==> config.mk <==
export PLATFORM = sky130hd
export DESIGN_NAME = link_sweep_top
export DESIGN_NICKNAME = d
export VERILOG_FILES = /design/src/source/link_test_pkg.sv /design/src/source/level_sequencer.sv /design/src/source/link_sweep_top.sv /design/src/source/nibble_pattern_gen.sv /design/src/source/rx_parity_monitor.sv /design/src/source/step_timer.sv
export SDC_FILE = /design/constraint.sdc
export NUM_CORES = 1
export LEC_CHECK = 0
export ABC_CLOCK_PERIOD_IN_PS = 2200
export BUFFER_PORTS_ARGS = -buffer_cell sky130_fd_sc_hd__buf_2
export CORE_MARGIN = 2
export CORE_UTILIZATION = 55
export DETAILED_ROUTE_END_ITERATION = 8
export PLACE_DENSITY = 0.78
export SYNTH_ARGS = -nofsm -noshare
export SYNTH_HDL_FRONTEND = slang
export SYNTH_HIERARCHICAL = 1
export SYNTH_SLANG_ARGS = --single-unit
==> constraint.sdc <==
create_clock -name wclk -period 2.2 [get_ports wclk]
set_clock_uncertainty 0.05 [all_clocks]
set_input_delay 0.44 -clock wclk [delete_from_list [all_inputs] [get_ports wclk]]
set_output_delay 0.44 -clock wclk [all_outputs]
set_load 0.01 [all_outputs]
==> src/source/link_test_pkg.sv <==
`default_nettype none

package link_test_pkg;

    localparam int LEVEL_W  = 4;
    localparam int NIBBLE_W = 4;
    localparam int SWEEP_W  = 4;

    typedef logic [LEVEL_W-1:0]  level_t;
    typedef logic [NIBBLE_W-1:0] nibble_t;
    typedef logic [SWEEP_W-1:0]  sweep_t;

    // The timer only ever counts up to the level, so it shares that width
    typedef logic [LEVEL_W-1:0]  tick_cnt_t;

    typedef struct packed {
        sweep_t  sweep;
        level_t  level;
        nibble_t nibble;
    } tx_beat_t;

    typedef struct packed {
        nibble_t data;
        logic    aux;
        logic    recv_a;
        logic    recv_b;
    } rx_word_t;

    typedef enum logic [2:0] {
        IDLE,
        WAIT,
        LOAD,
        RUN,
        DONE
    } seq_state_t;

    localparam level_t  LAST_LEVEL  = level_t'(15);
    localparam nibble_t LAST_NIBBLE = nibble_t'(15);

endpackage

`default_nettype wire

==> src/source/level_sequencer.sv <==
`default_nettype none

module level_sequencer (
    input  wire                   wclk,
    input  wire                   rst,
    input  wire                   level_end,
    input  wire                   rx_parity,
    output link_test_pkg::level_t level,
    output logic                  run,
    output logic                  level_load,
    output logic                  sweep_clear,
    output logic                  sweep_next
);

    link_test_pkg::seq_state_t state;
    link_test_pkg::seq_state_t next_state;
    logic                      last_level;

    assign last_level = (level == link_test_pkg::LAST_LEVEL);

    always_ff @(posedge wclk or posedge rst) begin
        if (rst) begin
            state <= link_test_pkg::IDLE;
        end else begin
            state <= next_state;
        end
    end

    always_comb begin
        next_state = state;
        case (state)
            link_test_pkg::IDLE: begin
                next_state = link_test_pkg::WAIT;
            end
            link_test_pkg::WAIT: begin
                next_state = link_test_pkg::LOAD;
            end
            link_test_pkg::LOAD: begin
                next_state = link_test_pkg::RUN;
            end
            link_test_pkg::RUN: begin
                // Stay here until the generator has sent nibble 15 of this level
                if (level_end) begin
                    if (last_level) begin
                        next_state = link_test_pkg::DONE;
                    end else begin
                        next_state = link_test_pkg::LOAD;
                    end
                end
            end
            link_test_pkg::DONE: begin
                next_state = link_test_pkg::WAIT;
            end
            default: begin
                next_state = link_test_pkg::IDLE;
            end
        endcase
    end

    // Level stays put through LOAD and RUN and steps once per finished level
    always_ff @(posedge wclk or posedge rst) begin
        if (rst) begin
            level <= '0;
        end else if (state == link_test_pkg::IDLE || state == link_test_pkg::DONE) begin
            level <= '0;
        end else if (state == link_test_pkg::RUN && level_end && !last_level) begin
            level <= level + link_test_pkg::level_t'(1);
        end
    end

    assign run        = (state == link_test_pkg::RUN);
    assign level_load = (state == link_test_pkg::LOAD);

    // Odd parity of the last receive word restarts the sweep count, even parity advances it
    assign sweep_clear = (state == link_test_pkg::DONE) && rx_parity;
    assign sweep_next  = (state == link_test_pkg::DONE) && !rx_parity;

endmodule

`default_nettype wire

==> src/source/link_sweep_top.sv <==
`default_nettype none

module link_sweep_top (
    input  wire                     wclk,
    input  wire                     rst,
    output logic                    tx_valid,
    input  wire                     tx_ready,
    output link_test_pkg::tx_beat_t tx_beat,
    input  wire                     rx_valid,
    output logic                    rx_ready,
    input  link_test_pkg::rx_word_t rx_word
);

    link_test_pkg::level_t level;
    logic                  run;
    logic                  level_load;
    logic                  sweep_clear;
    logic                  sweep_next;
    logic                  tick;
    logic                  level_end;
    logic                  rx_parity;

    level_sequencer u_level_sequencer (
        .wclk        (wclk),
        .rst         (rst),
        .level_end   (level_end),
        .rx_parity   (rx_parity),
        .level       (level),
        .run         (run),
        .level_load  (level_load),
        .sweep_clear (sweep_clear),
        .sweep_next  (sweep_next)
    );

    // The pending beat holds the timer until it has been taken
    step_timer u_step_timer (
        .wclk       (wclk),
        .rst        (rst),
        .run        (run),
        .level_load (level_load),
        .hold       (tx_valid),
        .level      (level),
        .tick       (tick)
    );

    nibble_pattern_gen u_nibble_pattern_gen (
        .wclk        (wclk),
        .rst         (rst),
        .tick        (tick),
        .level       (level),
        .sweep_clear (sweep_clear),
        .sweep_next  (sweep_next),
        .tx_ready    (tx_ready),
        .tx_valid    (tx_valid),
        .tx_beat     (tx_beat),
        .level_end   (level_end)
    );

    rx_parity_monitor u_rx_parity_monitor (
        .wclk      (wclk),
        .rst       (rst),
        .rx_valid  (rx_valid),
        .rx_word   (rx_word),
        .rx_ready  (rx_ready),
        .rx_parity (rx_parity)
    );

endmodule

`default_nettype wire

==> src/source/nibble_pattern_gen.sv <==
`default_nettype none

module nibble_pattern_gen (
    input  wire                     wclk,
    input  wire                     rst,
    input  wire                     tick,
    input  link_test_pkg::level_t   level,
    input  wire                     sweep_clear,
    input  wire                     sweep_next,
    input  wire                     tx_ready,
    output logic                    tx_valid,
    output link_test_pkg::tx_beat_t tx_beat,
    output logic                    level_end
);

    link_test_pkg::nibble_t nibble;
    link_test_pkg::sweep_t  sweep;
    logic                   tx_fire;

    assign tx_fire   = tx_valid && tx_ready;
    assign level_end = tx_fire && (tx_beat.nibble == link_test_pkg::LAST_NIBBLE);

    // Tick only comes while tx_valid is low, so it never meets a transfer
    always_ff @(posedge wclk or posedge rst) begin
        if (rst) begin
            tx_valid <= 1'b0;
        end else if (tick) begin
            tx_valid <= 1'b1;
        end else if (tx_fire) begin
            tx_valid <= 1'b0;
        end
    end

    always_ff @(posedge wclk) begin
        if (tick) begin
            tx_beat.sweep  <= sweep;
            tx_beat.level  <= level;
            tx_beat.nibble <= nibble;
        end
    end

    always_ff @(posedge wclk or posedge rst) begin
        if (rst) begin
            nibble <= '0;
        end else if (tx_fire) begin
            if (nibble == link_test_pkg::LAST_NIBBLE) begin
                nibble <= '0;
            end else begin
                nibble <= nibble + link_test_pkg::nibble_t'(1);
            end
        end
    end

    // Sweep number changes only on the edge leaving DONE
    always_ff @(posedge wclk or posedge rst) begin
        if (rst) begin
            sweep <= '0;
        end else if (sweep_clear) begin
            sweep <= '0;
        end else if (sweep_next) begin
            sweep <= sweep + link_test_pkg::sweep_t'(1);
        end
    end

endmodule

`default_nettype wire

==> src/source/rx_parity_monitor.sv <==
`default_nettype none

module rx_parity_monitor (
    input  wire                     wclk,
    input  wire                     rst,
    input  wire                     rx_valid,
    input  link_test_pkg::rx_word_t rx_word,
    output logic                    rx_ready,
    output logic                    rx_parity
);

    logic rx_fire;
    logic word_parity;

    // The monitor never stalls the receive side once out of reset
    assign rx_ready = !rst;

    assign rx_fire = rx_valid && rx_ready;

    // All seven bits count, including the status flags next to the data nibble
    assign word_parity = ^rx_word;

    always_ff @(posedge wclk or posedge rst) begin
        if (rst) begin
            rx_parity <= 1'b0;
        end else if (rx_fire) begin
            rx_parity <= word_parity;
        end
    end

endmodule

`default_nettype wire

==> src/source/step_timer.sv <==
`default_nettype none

module step_timer (
    input  wire                   wclk,
    input  wire                   rst,
    input  wire                   run,
    input  wire                   level_load,
    input  wire                   hold,
    input  link_test_pkg::level_t level,
    output logic                  tick
);

    link_test_pkg::tick_cnt_t cnt;
    logic                     counting;

    // A pending beat freezes the count so back-pressure never shortens an interval
    assign counting = run && !hold;

    // Level L gives L+1 counting cycles plus the cycle the beat is on the bus
    assign tick = counting && (cnt == level);

    always_ff @(posedge wclk or posedge rst) begin
        if (rst) begin
            cnt <= '0;
        end else if (level_load) begin
            cnt <= '0;
        end else if (counting) begin
            if (tick) begin
                cnt <= '0;
            end else begin
                cnt <= cnt + link_test_pkg::tick_cnt_t'(1);
            end
        end
    end

endmodule

`default_nettype wire

==> results.sh, run 1 <==
export IMPL_shortest_period_the_worst_path_allows_ns=1.85
export IMPL_cts_repair_resize_count=0
export IMPL_netlist_cell_type_count=34
export IMPL_dp_slack_ns=0.417
export IMPL_adder_and_majority_gate_portion_of_the_synthesized_area=0.0327
export IMPL_leakagePower_nw=0.815
export IMPL_synth_simple_gate_area_frac=0.187
export IMPL_worstPathArrival_ns=1.36
export IMPL_ys_dominant_reg_cell="dfrtp_1"
export IMPL_clock_tree_htree_level_count=2
export IMPL_timing_final_setup_violations=0
export IMPL_cts_inserted_buffers=5
export IMPL_dp_hpwl_mm=2.22
export IMPL_synth_yosys_seq_area_share=0.578
export IMPL_detail_route_wirelength_mm=2.97
export IMPL_fraction_of_layout_cells_with_a_size_suffix_above_1=0.236
export IMPL_first_pass_grt_wire_length_mm=5.08
export IMPL_worst_setup_path_start_kind="input pin"
export IMPL_cts_tree="built"
export IMPL_clock_path_buffers=2
export IMPL_core_um2=2710
export IMPL_timing_final_crit_share=0.840
export IMPL_synth_top_family_by_area="simple AND/OR/NAND/NOR gates"
export IMPL_power_clock_fraction=0.218
export IMPL_synth_xor_xnor_area_share=0.0866
export IMPL_timing_worst_slew_pin_value_ns=0.571
export IMPL_power_density_cell_area_nw_per_um2=1190
export IMPL_timing_hold_worst_start="rx_valid"
export IMPL_layout_cells_most_common_list="buf_2 (24), dfrtp_1 (21), nor2_1 (13)"
export IMPL_die_height_um=56.8
export IMPL_avgRoutedWirePerCell_um=15.1
export IMPL_worst_r2r_setup_slack_ns=0.48
export IMPL_synth_edff_count=12
export IMPL_timing_slew_headroom=0.619
export IMPL_setup_worst_path_class="in2out"
export IMPL_detailedRoute_firstPassIterationCount=4
export IMPL_detailroute_via_count=1132
export IMPL_achievable_frequency_mhz=541
export IMPL_place_congestion=0.808
export IMPL_synth_area_per_inst_um2=11.9
export IMPL_chipWidth_um=56.8
export IMPL_clock_sinks=33
export IMPL_worstSkewPairLatency_ns=0.33
export IMPL_synth_async_reset_ratio=0.636
export IMPL_worst_r2r_startpoint="u_level_sequencer/level[3]$_DFFE_PP0P_"
export IMPL_dr_drc_count=0
export IMPL_antenna_cells_inserted=0
export IMPL_num_rows=19
export IMPL_yosys_register_bits=33
export IMPL_post_synth_instance_area_um2=1530
export IMPL_cellInternalPower_mw=1.44
export IMPL_synth_mux_area_frac=0.0139
export IMPL_power_combinational_fraction=0.297
export IMPL_io_buffers=24
export IMPL_area_growth_syn_to_layout_pct=18.1
export IMPL_floorplan_initialDensity=0.565
export IMPL_status="completed"
export IMPL_hold_path_end="u_rx_parity_monitor/rx_parity$_DFFE_PP0P_"
export IMPL_slew_violations=0
export IMPL_switching_fraction=0.331
export IMPL_top_level_ports=25
export IMPL_multi_input_area_um2=623
export IMPL_endpoint_kind="primary output"
export IMPL_crit_fanout=6
export IMPL_setup_repair_after_global_routing_missed_its_margin="false"
export IMPL_cts_root_buf="clkbuf_4"
export IMPL_first_global_vias=1133
export IMPL_largest_vdd_supply_drop_uv=889
export IMPL_antenna_violating_nets_post_route=0
export IMPL_min_delay_path_class="in2reg"
export IMPL_drv_cap=0
export IMPL_netlist_instances=129
export IMPL_dieArea_um2=3220
export IMPL_finish_instance_area_um2=1810
export IMPL_hold_viol_final=0
export IMPL_postPlaceCellArea_um2=1710
export IMPL_complex_gate_fraction_of_the_synthesized_area=0.0866
export IMPL_synth_net_count=144
export IMPL_layout_core_utilization=0.667
export IMPL_ys_warn_count=6
export IMPL_mostFrequentLayoutCell="buf_2"
export IMPL_fillers=214
export IMPL_register_area_um2=886
export IMPL_switching_power_uw=710
export IMPL_antenna_found_initial=0
export IMPL_totalNegativeSetupSlack_ns=0
export IMPL_worst_r2r_endpoint="u_nibble_pattern_gen/tx_beat[2]$_DFFE_PP_"
export IMPL_grt_max_degree=11
export IMPL_grt_overflow_total=0
export IMPL_fin_ws_ns=0.351
export IMPL_drt_initial_drc_count=48
export IMPL_final_net_count=179
export IMPL_timing_reg2reg_worst_path_depth=4
export IMPL_design_power_total_mw=2.15
export IMPL_clk_pin_slew_ns=0.10
export IMPL_hold_depth=3
export IMPL_groute_usage_overall=0.211
export IMPL_p_seq_frac=0.485
export IMPL_timing_critical_path_required_ns=1.71
export IMPL_detail_route_vias_per_cell=5.78
registers in the layout, summed over array words and instances (netlist names):
signal	count
u_level_sequencer/level	4
u_level_sequencer/state	3
u_nibble_pattern_gen/nibble	4
u_nibble_pattern_gen/sweep	4
u_nibble_pattern_gen/tx_beat	12
u_nibble_pattern_gen/tx_valid	1
u_rx_parity_monitor/rx_parity	1
u_step_timer/cnt	4
synthesized netlist by cell type, types with 3 or more instances:
cell type   n  area (um2)
a21oi_1     7        35.0
xnor2_1     7        61.3
inv_1       6        22.5
o21ai_0     4        20.0
nand3_1    10        50.1
dfrtp_1    21         526
nor2_1     13        48.8
xor2_1      3        26.3
nor3_1      3        15.0
nand2_1    10        37.5
edfxtp_1   12         360
ha_1        4        50.1
worst max path at each step:
stage	startpoint	to	slack [ns]	cells after the start
2_1_floorplan	u_level_sequencer/level[3]$_DFFE_PP0P_	u_nibble_pattern_gen/tx_beat[0]$_DFFE_PP_	0.38	3
3_3_place_gp	tx_ready	u_level_sequencer/level[3]$_DFFE_PP0P_	0.50	6
3_5_place_dp	tx_ready	u_level_sequencer/level[3]$_DFFE_PP0P_	0.42	6
4_1_cts	rst	rx_ready	0.35	4
5_1_grt	rst	rx_ready	0.30	4
6_report	rst	rx_ready	0.35	4
through the flow:
stage | hold slack, ns | cells
final | 0.340 | 196
after global routing | 0.336 | 196
after CTS | 0.326 | 196
after detailed placement | 0.300 | 187
after global placement | 0.290 | 187
after floorplan | 0.153 | 129
worst max-delay path, cell delays in order:
cell,delay (ns)
dlygate4sd3_1,0.54
buf_2,0.16
inv_1,0.08
buf_2,0.14
logic make-up (layout without fill, tap and decap cells):
kind of cell / after synthesis / after routing
simple gates: 52 / 52
mux: 2 / 2
fa+ha+maj: 4 / 4
flops: 33 / 33
compound gates: 20 / 20
xor+xnor: 12 / 12
buf+inv: 6 / 42
final cells by class:
type / instances / share of cell area
clock buffers: 7 / 0.0304
clock inverters: 1 / 0.0166
inverters: 6 / 0.0125
multi-input cells: 90 / 0.345
flip-flops and latches: 33 / 0.490
well taps: 31 / 0.0215
repair buffers: 28 / 0.0844
power groups by stage:
stage / sequential [mW] / combinational [mW] / clock [mW]
after floorplan: 1.06 / 0.377 / 0
after global placement: 1.04 / 0.601 / 0
after detailed placement: 1.05 / 0.637 / 0
after CTS: 1.04 / 0.641 / 0.478
after global routing: 1.07 / 0.706 / 0.503
final: 1.04 / 0.638 / 0.468
repair_timing:
action | CTS | global route
endpoints found under the hold margin | 5 | 0
hold buffers | 1 | 0
setup buffers | 0 | 0
per-layer routing:
layer,routed length (um),up-vias,GRT usage
li1,-,538,-
met3,193,5,0.0645
met4,48,0,0.0897
met2,1500,43,0.365
met5,0,-,0
met1,1220,546,0.241
Power figures use the tool's default switching activity.
==> run 2: changes to the inputs <==
ABC_CLOCK_PERIOD_IN_PS = 1850   (was 2200)
clock period = 1.85 ns   (was 2.2 ns; I/O delays follow)
==> results.sh, run 2 (synthesis gave the netlist of run 1 again) <==
export IMPL_die_height_um=56.8
export IMPL_timing_slew_headroom=0.620
export IMPL_grt_max_degree=11
export IMPL_largest_vdd_supply_drop_uv=1040
export IMPL_achievable_frequency_mhz=593
export IMPL_setup_worst_path_class="in2out"
export IMPL_avgRoutedWirePerCell_um=14.0
export IMPL_mostFrequentLayoutCell="buf_2"
export IMPL_timing_worst_slew_pin_value_ns=0.569
export IMPL_timing_hold_worst_start="rx_valid"
export IMPL_chipWidth_um=56.8
export IMPL_leakagePower_nw=0.820
export IMPL_cts_root_buf="clkbuf_4"
export IMPL_critical_path_max_stage_delay_ns=0.53
export IMPL_groute_usage_overall=0.201
export IMPL_dp_slack_ns=0.170
export IMPL_cts_tree="built"
export IMPL_wl_met3_um=142
export IMPL_number_of_flip_flops_under_the_largest_register_name=12
export IMPL_antenna_cells_inserted=0
export IMPL_first_pass_grt_wire_length_mm=4.82
export IMPL_routed_top_layer="met4"
export IMPL_num_rows=19
export IMPL_postCtsHoldBufs=1
export IMPL_shortest_period_the_worst_path_allows_ns=1.69
export IMPL_detailroute_via_count=1107
export IMPL_layout_cells_most_common_list="buf_2 (24), dfrtp_1 (21), nor2_1 (13)"
export IMPL_antenna_violating_nets_post_route=0
export IMPL_area_growth_syn_to_layout_pct=18.5
export IMPL_antenna_found_initial=0
export IMPL_fin_ws_ns=0.165
export IMPL_final_net_count=180
export IMPL_worst_r2r_setup_slack_ns=0.22
export IMPL_worstPathArrival_ns=1.27
export IMPL_io_buffers=24
export IMPL_status="completed"
export IMPL_timing_reg2reg_worst_path_depth=4
export IMPL_top_level_ports=25
export IMPL_cp_top_family="buffers and inverters"
export IMPL_hold_depth=3
export IMPL_worst_setup_path_start_kind="input pin"
export IMPL_clock_sinks=33
export IMPL_detailedRoute_firstPassIterationCount=4
export IMPL_worstPathCellList="dlygate4sd3_1 > buf_2 > inv_1 > buf_2"
export IMPL_clock_path_buffers=2
export IMPL_timing_final_crit_share=0.911
export IMPL_dp_hpwl_mm=2.09
export IMPL_postCtsSetupBuffers=0
export IMPL_postPlaceCellArea_um2=1720
export IMPL_timing_critical_path_required_ns=1.43
export IMPL_timing_final_setup_violations=0
export IMPL_drt_met1_wl_mm=1.12
export IMPL_first_global_vias=1149
export IMPL_clk_pin_slew_ns=0.09
export IMPL_worst_r2r_startpoint="u_level_sequencer/level[3]$_DFFE_PP0P_"
export IMPL_layout_core_utilization=0.670
export IMPL_worst_r2r_endpoint="u_nibble_pattern_gen/tx_beat[8]$_DFFE_PP_"
export IMPL_cts_repair_resize_count=0
export IMPL_detail_route_vias_per_cell=5.62
export IMPL_cts_inserted_buffers=5
export IMPL_floorplan_initialDensity=0.565
export IMPL_core_um2=2710
export IMPL_setup_repair_after_global_routing_missed_its_margin="false"
export IMPL_slew_violations=0
export IMPL_route_met2_wl_mm=1.43
export IMPL_hold_viol_final=0
export IMPL_grt_overflow_total=0
export IMPL_endpoint_kind="primary output"
export IMPL_top_register="u_nibble_pattern_gen/tx_beat"
export IMPL_min_delay_path_class="in2reg"
export IMPL_hold_path_end="u_rx_parity_monitor/rx_parity$_DFFE_PP0P_"
export IMPL_worstSkewPairLatency_ns=0.33
export IMPL_place_congestion=0.797
export IMPL_crit_fanout=6
export IMPL_totalNegativeSetupSlack_ns=0
export IMPL_dieArea_um2=3220
export IMPL_power_density_cell_area_nw_per_um2=1400
export IMPL_drt_initial_drc_count=11
export IMPL_finish_instance_area_um2=1820
export IMPL_path_common_cell="buf_2"
export IMPL_worstPathBufferInverterCount=4
export IMPL_dr_drc_count=0
export IMPL_clock_tree_htree_level_count=2
export IMPL_critPathSlowestCell="dlygate4sd3_1"
export IMPL_drv_cap=0
export IMPL_detail_route_wirelength_mm=2.76
export IMPL_fraction_of_layout_cells_with_a_size_suffix_above_1=0.241
[run 2: changes by cell type in the layout (fill, tap and decap cells not counted)]
cell,previous run,this run
buf_4,3,4
[run 2: worst max-delay path by stage]
stage / from / end / slack (ns) / cells after the start
2_1_floorplan: u_level_sequencer/level[3]$_DFFE_PP0P_ / u_nibble_pattern_gen/tx_beat[0]$_DFFE_PP_ / 0.03 / 3
3_3_place_gp: tx_ready / u_level_sequencer/level[3]$_DFFE_PP0P_ / 0.23 / 6
3_5_place_dp: tx_ready / u_level_sequencer/level[3]$_DFFE_PP0P_ / 0.17 / 6
4_1_cts: rst / rx_ready / 0.17 / 4
5_1_grt: u_level_sequencer/level[2]$_DFFE_PP0P_ / u_nibble_pattern_gen/tx_beat[0]$_DFFE_PP_ / 0.08 / 4
6_report: rst / rx_ready / 0.16 / 4
[run 2: worst min-delay path, cell delays in order]
cell     delay [ns]
buf_2          0.10
inv_1          0.07
o31ai_2        0.06
[run 2: final cells by class]
class | instances | area [um2]
Clock buffer | 7 | 55.1
Fill cell | 221 | 895
Sequential cell | 33 | 886
Timing Repair Buffer | 29 | 160
Clock inverter | 1 | 30.0
Multi-Input combinational cell | 90 | 623
Inverter | 6 | 22.5
Tap cell | 31 | 38.8
[run 2: per-stage QoR]
step | std cells | power [mW] | hold slack, ns
after global routing | 197 | 2.72 | 0.246
after global placement | 188 | 1.96 | 0.219
after floorplan | 129 | 1.71 | 0.0830
after detailed placement | 188 | 2.02 | 0.222
after CTS | 197 | 2.57 | 0.240
final | 197 | 2.55 | 0.249
[run 2: where the power goes]
part           switching [mW]  internal, mW
combinational           0.405         0.361
clock                   0.229         0.323
sequential              0.198          1.03
total                   0.832          1.72
[run 2: routing by layer]
metal  vias to the layer above  GRT usage
met1                       530      0.220
li1                        538          -
met3                         9     0.0507
met5                         -          0
met2                        30      0.349
met4                         0      0.116
==> run 3: changes to the inputs <==
SYNTH_HIERARCHICAL = not set   (was 1)
==> results.sh, run 3 <==
export IMPL_status="completed"
export IMPL_timing_critical_path_required_ns=1.85
export IMPL_ys_dominant_reg_cell="dfrtp_1"
export IMPL_synth_area_per_inst_um2=11.4
export IMPL_worst_r2r_setup_slack_ns=0.16
export IMPL_chipWidth_um=57.2
export IMPL_ys_warn_count=0
export IMPL_clock_tree_htree_level_count=2
export IMPL_count_leader_synth="dfrtp_1"
export IMPL_slew_violations=0
export IMPL_switching_fraction=0.336
export IMPL_achievable_frequency_mhz=591
export IMPL_power_density_cell_area_nw_per_um2=1280
export IMPL_drt_initial_drc_count=23
export IMPL_largest_vdd_supply_drop_uv=893
export IMPL_synth_area_top_cells="dfrtp_1 (34%), edfxtp_1 (23%), xnor2_1 (5.6%)"
export IMPL_first_global_vias=1106
export IMPL_synth_top_area_share=0.337
export IMPL_grt_max_degree=22
export IMPL_timing_final_setup_violations=0
export IMPL_crit_fanout=13
export IMPL_cellInternalPower_mw=1.53
export IMPL_core_um2=2730
export IMPL_synth_edff_count=12
export IMPL_netlist_instances=137
export IMPL_worstPathArrival_ns=1.69
export IMPL_dr_drc_count=0
export IMPL_timing_reg2reg_worst_path_depth=4
export IMPL_layout_cells_most_common_list="buf_2 (24), dfrtp_1 (20), o21ai_0 (13)"
export IMPL_worst_setup_path_start_kind="register"
export IMPL_drv_cap=0
export IMPL_p_seq_frac=0.504
export IMPL_setup_worst_path_start="u_level_sequencer.state[1]$_DFFE_PP0P_"
export IMPL_die_height_um=57.2
export IMPL_final_net_count=181
export IMPL_detailroute_via_count=1167
export IMPL_grt_overflow_total=0
export IMPL_yosys_register_bits=33
export IMPL_fillers=209
export IMPL_design_power_total_mw=2.30
export IMPL_clock_sinks=33
export IMPL_postCtsHoldBufs=0
export IMPL_top_level_ports=25
export IMPL_hold_viol_final=0
export IMPL_num_rows=19
export IMPL_place_congestion=0.838
export IMPL_layout_core_utilization=0.659
export IMPL_post_synth_top_area_cell="dfrtp_1"
export IMPL_dieArea_um2=3280
export IMPL_timing_worst_slew_pin_value_ns=0.381
export IMPL_io_buffers=24
export IMPL_antenna_cells_inserted=0
export IMPL_top_register="u_nibble_pattern_gen.tx_beat"
export IMPL_cts_inserted_buffers=5
export IMPL_power_clock_fraction=0.197
export IMPL_avgRoutedWirePerCell_um=15.0
export IMPL_detailedRoute_firstPassIterationCount=5
export IMPL_setup_worst_path_class="reg2reg"
export IMPL_leakagePower_nw=0.764
export IMPL_clk_pin_slew_ns=0.10
export IMPL_mostFrequentLayoutCell="buf_2"
export IMPL_area_growth_syn_to_layout_pct=15.6
export IMPL_totalNegativeSetupSlack_ns=0
export IMPL_cts_root_buf="clkbuf_4"
export IMPL_first_pass_grt_wire_length_mm=4.78
export IMPL_detail_route_wirelength_mm=2.97
export IMPL_fraction_of_layout_cells_with_a_size_suffix_above_1=0.240
export IMPL_antenna_found_initial=0
export IMPL_number_of_flip_flops_under_the_largest_register_name=12
export IMPL_setup_repair_after_global_routing_missed_its_margin="false"
export IMPL_groute_usage_overall=0.199
export IMPL_cts_tree="built"
export IMPL_switching_power_uw=773
export IMPL_antenna_violating_nets_post_route=0
export IMPL_worst_setup_path_endpoint="u_nibble_pattern_gen.tx_beat[1]$_DFFE_PP_"
export IMPL_shortest_period_the_worst_path_allows_ns=1.69
export IMPL_floorplan_initialDensity=0.570
export IMPL_worst_r2r_startpoint="u_level_sequencer.state[1]$_DFFE_PP0P_"
export IMPL_synth_net_count=152
export IMPL_power_combinational_fraction=0.299
export IMPL_synth_async_reset_ratio=0.636
export IMPL_detail_route_vias_per_cell=5.89
export IMPL_timing_final_crit_share=0.914
export IMPL_synth_yosys_seq_area_share=0.568
export IMPL_min_delay_path_class="in2async"
export IMPL_dp_hpwl_mm=2.20
export IMPL_endpoint_kind="register"
export IMPL_worstSkewPairLatency_ns=0.33
export IMPL_worst_r2r_endpoint="u_nibble_pattern_gen.tx_beat[1]$_DFFE_PP_"
export IMPL_clock_path_buffers=2
export IMPL_netlist_cell_type_count=39
export IMPL_post_synth_instance_area_um2=1560
export IMPL_netlist_top_cells_count="dfrtp_1 (21), o21ai_0 (13), edfxtp_1 (12)"
export IMPL_timing_slew_headroom=0.744
-- run 3: cell types whose count changed in the layout (fill, tap and decap cells not counted), sizes merged, moves of 3 or more --
cell and delta:
o21ai +9, nor2 -8, a21oi -4, nand3 -3
xnor2 +3
-- run 3: metrics by stage --
step	instance area (um2)	instances	hold slack (ns)	setup slack (ns)
after floorplan	1560	137	0.331	0.137
after global placement	1730	190	0.408	0.290
after detailed placement	1730	190	0.437	0.186
after CTS	1800	198	0.0708	0.166
after global routing	1800	198	0.105	0.0633
final	1800	198	0.0678	0.159
-- run 3: what timing repair did --
action,CTS,global route
setup endpoints to repair,0,1
hold endpoints to repair,0,0
buffers inserted,0,0
resized for setup,0,1
-- run 3: cells by family (layout without fill, tap and decap cells) --
group,after synthesis,after routing,synth area share
buffers and inverters,11,41,0.0289
multiplexers,3,3,0.0209
flip-flops,33,33,0.568
AO/OA/AOI/OAI,34,34,0.140
adder cells (fa/ha/maj),4,4,0.0321
XOR/XNOR,11,11,0.0618
AND/OR/NAND/NOR,41,41,0.148
-- run 3: power groups by stage --
stage | clock [mW] | combinational, mW | sequential [mW]
after detailed placement | 0 | 0.688 | 1.17
after global placement | 0 | 0.647 | 1.15
after CTS | 0.466 | 0.694 | 1.15
after global routing | 0.491 | 0.760 | 1.18
after floorplan | 0 | 0.498 | 1.13
final | 0.453 | 0.687 | 1.16
-- run 3: final cells by class --
type | instances | area [um2] | area share
clock buffers | 7 | 65.1 | 0.0361
well taps | 31 | 38.8 | 0.0215
inverters | 6 | 22.5 | 0.0125
repair buffers | 27 | 155 | 0.0861
clock inverters | 1 | 5.00 | 0.00278
multi-input cells | 93 | 628 | 0.349
flip-flops and latches | 33 | 887 | 0.492
-- run 3: worst min path at each step --
stage,from,end
floorplan,rst,u_level_sequencer.level[0]$_DFFE_PP0P_
global placement,u_nibble_pattern_gen.sweep[3]$_DFFE_PP0P_,u_nibble_pattern_gen.tx_beat[11]$_DFFE_PP_
detailed placement,rst,u_rx_parity_monitor.rx_parity$_DFFE_PP0P_
CTS,rst,u_nibble_pattern_gen.sweep[2]$_DFFE_PP0P_
global route,rst,u_level_sequencer.level[1]$_DFFE_PP0P_
finish,rst,u_level_sequencer.level[1]$_DFFE_PP0P_
-- run 3: worst max-delay path, cell delays in order, from the launching register on --
cell and delay (ns):
dfrtp_1 0.54, nand2b_1 0.17, nor3b_1 0.29, and2_1 0.22
buf_12 0.15
-- run 3: per-layer routing --
layer | part of all wire | global-route usage
met1 | 0.41 | 0.224
met2 | 0.51 | 0.333
met3 | 0.050 | 0.0454
met4 | 0.027 | 0.140
met5 | 0 | 0
